==> config.mk <==
export PLATFORM = sky130hd
export DESIGN_NAME = decoder
export DESIGN_NICKNAME = d
export VERILOG_FILES = /design/src/rtl/core_pkg.sv /design/src/rtl/decoder.sv
export VERILOG_INCLUDE_DIRS = /design/src /design/src/rtl
export SDC_FILE = /design/constraint.sdc
export NUM_CORES = 1
export LEC_CHECK = 0
export ABC_AREA = 1
export BUFFER_PORTS_ARGS = -buffer_cell sky130_fd_sc_hd__buf_2
export CELL_PAD_IN_SITES_DETAIL_PLACEMENT = 1
export CELL_PAD_IN_SITES_GLOBAL_PLACEMENT = 2
export CORE_ASPECT_RATIO = 1.1
export CORE_MARGIN = 8
export CORE_UTILIZATION = 14
export DETAILED_ROUTE_END_ITERATION = 8
export GPL_TIMING_DRIVEN = 0
export PLACE_DENSITY = 0.88
export SLEW_MARGIN = 20
export SYNTH_ARGS = -nofsm -noshare
export SYNTH_HDL_FRONTEND = slang
export SYNTH_SLANG_ARGS = --single-unit
export TNS_END_PERCENT = 30
==> constraint.sdc <==
create_clock -name vclk -period 1
set_input_delay 0.05 -clock vclk [all_inputs]
set_output_delay 0.05 -clock vclk [all_outputs]
set_load 0.02 [all_outputs]
==> src/rtl/core_defs.svh <==
// width, reset pc, memory depth and opcode macros for the rv64 core
`ifndef CORE_DEFS_SVH
`define CORE_DEFS_SVH

// datapath widths
`define XLEN 64
`define INST_W 32
`define REG_ID_W 5

// instruction memory, word addressed
`define IMEM_WORDS 256
`define IMEM_AW 8

// first fetch address after reset
`define PC_RESET 64'h8000_0000

// major opcodes, inst[6:0]
`define OPC_OP_IMM 7'b0010011
`define OPC_OP 7'b0110011
`define OPC_AUIPC 7'b0010111
`define OPC_JAL 7'b1101111
// ecall/ebreak live here
`define OPC_SYSTEM 7'b1110011

`endif

==> src/rtl/core_pkg.sv <==
// core_pkg with vector typedefs, alu operation enum and core state enum
`include "core_defs.svh"

package core_pkg;

  // register and data width
  typedef logic [`XLEN-1:0] xlen_t;

  // raw instruction word
  typedef logic [`INST_W-1:0] inst_t;

  // x0..x31
  typedef logic [`REG_ID_W-1:0] reg_id_t;

  // word index into instruction memory
  typedef logic [`IMEM_AW-1:0] imem_addr_t;

  // operations the alu knows
  typedef enum logic [2:0] {
    ALU_ADD,
    ALU_SUB,
    ALU_XOR,
    ALU_OR,
    ALU_AND,
    ALU_SLT,
    ALU_SLTU
  } alu_op_e;

  // run until ebreak or an illegal encoding
  typedef enum logic [1:0] {
    ST_RUN,
    ST_HALT,
    ST_TRAP
  } core_state_e;

endpackage

==> src/rtl/decoder.sv <==
// rv64i subset decoder: fields, immediates, alu op and operand selects
`timescale 1ns/1ps
`include "core_defs.svh"

module decoder (
  input  core_pkg::inst_t   inst,
  output core_pkg::reg_id_t rd,
  output core_pkg::reg_id_t rs1,
  output core_pkg::reg_id_t rs2,
  output core_pkg::xlen_t   imm,
  output core_pkg::alu_op_e alu_op,
  output logic              use_imm,
  output logic              use_pc,
  output logic              is_jal,
  output logic              is_ebreak,
  output logic              illegal,
  output logic              reg_write
);

  logic [6:0]        opcode;
  logic [2:0]        funct3;
  logic [6:0]        funct7;
  core_pkg::xlen_t   imm_i;
  core_pkg::xlen_t   imm_u;
  core_pkg::xlen_t   imm_j;
  // funct3 lookup shared by op and op-imm
  core_pkg::alu_op_e f3_op;
  logic              f3_ok;
  logic              ebreak_enc;

  // fixed field positions
  assign opcode = inst[6:0];
  assign rd     = inst[11:7];
  assign funct3 = inst[14:12];
  assign rs1    = inst[19:15];
  assign rs2    = inst[24:20];
  assign funct7 = inst[31:25];

  // sign-extended immediates
  assign imm_i = {{(`XLEN-12){inst[31]}}, inst[31:20]};
  // u type: upper 20 bits, low 12 zero, then extend from bit 31
  assign imm_u = {{(`XLEN-32){inst[31]}}, inst[31:12], 12'h000};
  // j type, scrambled offset, bit 0 always 0
  assign imm_j = {{(`XLEN-21){inst[31]}}, inst[31], inst[19:12], inst[20], inst[30:21], 1'b0};

  // only the exact ebreak word, other system encodings trap
  assign ebreak_enc = (inst[31:20] == 12'h001) && (inst[19:7] == '0);

  // funct3 to alu op, shifts are not supported
  always_comb begin
    f3_ok = 1'b1;
    unique case (funct3)
      3'b000: f3_op = core_pkg::ALU_ADD;
      3'b010: f3_op = core_pkg::ALU_SLT;
      3'b011: f3_op = core_pkg::ALU_SLTU;
      3'b100: f3_op = core_pkg::ALU_XOR;
      3'b110: f3_op = core_pkg::ALU_OR;
      3'b111: f3_op = core_pkg::ALU_AND;
      default: begin
        f3_op = core_pkg::ALU_ADD;
        f3_ok = 1'b0;
      end
    endcase
  end

  always_comb begin
    // defaults: no write, register operands
    imm       = imm_i;
    alu_op    = core_pkg::ALU_ADD;
    use_imm   = 1'b0;
    use_pc    = 1'b0;
    is_jal    = 1'b0;
    is_ebreak = 1'b0;
    illegal   = 1'b0;
    reg_write = 1'b0;
    case (opcode)
      `OPC_OP_IMM: begin
        use_imm   = 1'b1;
        alu_op    = f3_op;
        illegal   = !f3_ok;
        reg_write = f3_ok;
      end
      `OPC_OP: begin
        if ((funct7 == 7'b0000000) && f3_ok) begin
          alu_op    = f3_op;
          reg_write = 1'b1;
        end else if ((funct7 == 7'b0100000) && (funct3 == 3'b000)) begin
          // sub is the only alternate encoding here
          alu_op    = core_pkg::ALU_SUB;
          reg_write = 1'b1;
        end else begin
          illegal = 1'b1;
        end
      end
      `OPC_AUIPC: begin
        // pc + u-imm through the adder
        imm       = imm_u;
        use_pc    = 1'b1;
        use_imm   = 1'b1;
        reg_write = 1'b1;
      end
      `OPC_JAL: begin
        // link value comes from the top, alu unused
        imm       = imm_j;
        is_jal    = 1'b1;
        reg_write = 1'b1;
      end
      `OPC_SYSTEM: begin
        is_ebreak = ebreak_enc;
        illegal   = !ebreak_enc;
      end
      default: begin
        illegal = 1'b1;
      end
    endcase
  end

endmodule

Word level (Yosys, flattened, before mapping)
Cells that the tools add are included.
{"block": "word_totals", "out_inout_bits": 88, "word_cells": 39, "reg_bits": 0}
{"block": "classes", "n_eq_ne": 12, "n_reduce_logical": 11, "mux": 16}
{"cell": "$pmux W31 S2", "n": 1}
{"cell": "$pmux W3 S5", "n": 1}
{"cell": "$eq A7 B5 Y1 const B", "n": 2}
{"cell": "$eq A7 B6 Y1 const B", "n": 2}
{"cell": "$eq A7 B7 Y1 const B", "n": 2}
{"cell": "$logic_not A13 Y1", "n": 1}
{"cell": "$eq A12 B1 Y1 const B", "n": 1}
{"cell": "$mux W1", "n": 10}
{"cell": "$eq A3 B3 Y1 const B", "n": 3}
{"cell": "$logic_not A7 Y1", "n": 1}
{"cell": "$eq A3 B2 Y1 const B", "n": 2}
{"cell": "$pmux W3 S2", "n": 1}
{"cell": "$reduce_or A6 Y1", "n": 1}
{"cell": "$pmux W1 S4", "n": 1}
{"cell": "$reduce_or A2 Y1", "n": 2}
{"cell": "$logic_and A1 B1 Y1", "n": 3}
{"cell": "$logic_not A3 Y1", "n": 1}
{"cell": "$mux W3", "n": 1}
{"cell": "$pmux W1 S3", "n": 1}
{"cell": "$logic_not A1 Y1", "n": 2}

Depth between registers and ports, before layout
{"block": "depth", "ltp_word": 6, "mapped_depth": 8, "depth_no_buf": 8}

Worst setup path before layout
Ideal clock, no wire load.
{"block": "synth_timing", "path_kind": "in2out", "from": "input inst[2]", "to": "output alu_op[2]", "arrival_ns": 1.077, "cell_stages": 7, "setup_slack_ns": -0.127, "required_time_ns": 0.950, "cell_sequence": "inv_1 nand2_1 nor2_2 nand3_1 inv_1 nand2_1 nor3_1"}
{"block": "synth_between", "elab_chain_len": 2, "word_cells_on_any_way": 3}
{"item": "from (decl)", "line": "decoder.sv:6", "source": "input core_pkg::inst_t inst,"}
{"item": "$eq A7 B6 Y1 or $eq A7 B5 Y1 (tied branches)", "line": "decoder.sv:76", "source": "case (opcode)"}
{"item": "$pmux W3 S2 (*)", "line": "decoder.sv:76"}
{"item": "to (decl)", "line": "decoder.sv:11", "source": "output core_pkg::alu_op_e alu_op,"}
Mark *: on every way between the ends. The rest lies on a longest branch, timed or not.

Worst setup path in the final report
{"block": "layout_timing", "from": "input inst[4]", "to": "output imm[22]"}
{"block": "layout_between", "elab_chain_len": 2, "word_cells_on_any_way": 3}
{"item": "$eq A7 B7 Y1 or $eq A7 B5 Y1 (tied branches)", "line": "decoder.sv:76"}
{"item": "$pmux W31 S2 (*)", "line": "decoder.sv:76"}
{"item": "to (decl)", "line": "decoder.sv:10", "source": "output core_pkg::xlen_t imm,"}
Marked as above.

==> results.toml <==
[grt]
grt_pass1_vias = 1707
grt_max_degree = 38
grt_antenna_before_repair = 0
grt_usage_pct = 9.90
grt.overflow.total = 0
grt_pass1_wl_mm = 8.76
gr-usage-met2_pct = 19.8
grt_busiest_layer = "met2"
grt_use_met1_pct = 10.6
use_met3_pct = 2.59

[sta]
period_needed_ns = 1.12
max_freq_mhz = 893
rsz0062_at_grt = "true"
relSlewSlack_pct = 79.7
tightest_slew_ns = 0.305
finalMaxSlewViolations = 0
setup_slack_ns = -0.120
setup_violations = 38
final_hold_viol_count = 0
fin_hold_ws_ns = 0.421
finalCritPeriodShare_pct = 112

[outcome]
outcome = "complete, but fails checks"
violations = "negative setup slack"

[cells_and_area]
final_net_count = 366
area_delta_synth_final_pct = 137
filler_cell_count = 940
layout_common_cells = "76 x buf_4, 74 x buf_2, 31 x buf_6, 30 x nand2_1, 20 x nor2_1"
design.seq.count = 0
multi_input_area_um2 = 776
layout-drive-gt1-share_pct = 75.9
regArea_um2 = 0
clkbuf_count = 0
final_cell_area_um2 = 2500
final_common_cell = "buf_4"
num_antenna_cells = 0

[setup_path]
path_common_cell = "buf_6"
slowest_delay_ns = 0.22
cp_max_fo = 5
crit_required_ns = 0.95
crit_slowest_cell = "nor3_4"
worstSetupPathType = "in2out"
cp-start-kind = "input pin"
cp-end-kind = "output pin"
path_delay_family = "buffers and inverters"
crit_buf_inv = 5
cp_cell_sequence = "buf_8 -> inv_4 -> nor3_4 -> nand2_4 -> buf_6 -> clkbuf_16 -> o21ai_2 -> buf_6"
critPathArrivalTime_ns = 1.07

[power_and_ir_drop]
p_sw_w = 0.000576
power.share.clock_pct = 0
leakage_nw = 1.39
combPwrFrac_pct = 100.0
p_int_w = 0.000499
finalPower_w = 0.00108
p_per_area_nw_per_um2 = 429
p_seq_share_pct = 0
swShare_pct = 53.6
ir_drop_mv = 0.101

[synth]
syn_inst = 190
yosys.cell_types.count = 21
syn_area_um2 = 1050
yosys_warnings = 0
synth_area_per_cell_um2 = 5.55
yosysTopAreaCell = "buf_4"
synth_fp_nets = 222
ys_seq_area_share_pct = 0
netlist.area_leader.share_pct = 34.2
synthTopCellsByArea = "buf_4 34%, nand2_1 15%, inv_1 10%"

[routing]
routedWlPerCell_um = 13.9
via_per_inst = 3.89
drt_iter0_drc = 18
wirelength_mm = 5.83
drt_pass1_iterations = 2
vias = 1630
remaining_drc_errors = 0
ant_nets = 0

[die]
core_um2 = 7390
die_w_um = 98.8
fp.dieH_um = 107
dieArea_um2 = 10600
start_util_pct = 14.3
core.rowCount = 33
io_pins = 120

[placement]
port_buffers = 120
placed_area_um2 = 1770
gp_congestion = 0.677
hpwl_mm = 4.31

[min_path]
holdCritPathClass = "in2out"

[clock_network]
hold_buffers = 0

[job]
drv_cap = 0
==> Yosys cell counts <==
cell type,number
nor4_1,1
buf_8,1
inv_1,28
nand2_4,3
buf_4,48
nor3_2,1
nand3_1,8
nor2_1,28
o21ai_2,10
a21oi_1,2
nand3_2,1
o21ai_1,1
nor3_4,1
buf_6,2
inv_2,2
nor2_2,2
nand2_2,1
o21ai_0,2
nor3_1,5
nand4_1,2
nand2_1,41
==> timing repair <==
action                                 in CTS  in global routing
resized for setup                          82                 76
pin swaps                                  10                 15
setup endpoints to repair                  71                 39
buffers inserted                           11                  6
endpoints found under the hold margin       0                  0
gates cloned                                3                  2
==> final timing paths <==
kind,start,to,cells after the start
hold / removal,inst[11],rd[4],3
setup / recovery,inst[4],imm[22],8
==> per-layer routing <==
metal  share of wire [%]  up-vias  wire length (um)
met1                  37      739              2180
met5                   0        -                 0
met3                 7.5        0               439
li1                    -      822                 -
met4                   0        0                 0
met2                  55       69              3210
==> per-stage QoR <==
stage	setup TNS (ns)	utilization, %	std cells	setup slack [ns]
2_1_floorplan	-0.0639	-	190	-0.0354
3_3_place_gp	-7.73	23.9	397	-0.374
3_5_place_dp	-9.22	23.9	397	-0.406
4_1_cts	-3.78	29.5	411	-0.136
5_1_grt	-5.40	33.9	419	-0.186
6_report	-3.05	33.9	419	-0.120
==> final cells by class <==
cell class                 count  area share [%]
timing repair buffer         140            42.4
inverter                      30            5.69
tap                           87            4.35
buffer                        51            16.6
multi-input combinational    111            31.0
==> worst min-delay path: stages <==
cell	delay [ns]
buf_2	0.09
buf_4	0.09
buf_2	0.15
==> power groups by stage <==
stage / logic (W) / registers, W / clock network [W]
CTS: 0.000972 / 0 / 0
finish: 0.00108 / 0 / 0
floorplan: 0.000525 / 0 / 0
global route: 0.00116 / 0 / 0
detailed placement: 0.000837 / 0 / 0
global placement: 0.000827 / 0 / 0
==> kinds of logic after synthesis <==
group	share of synthesized area, %
simple gates	40.9
buf+inv	48.4
compound gates	10.7
Note: power is estimated with default switching activity, not from simulation.
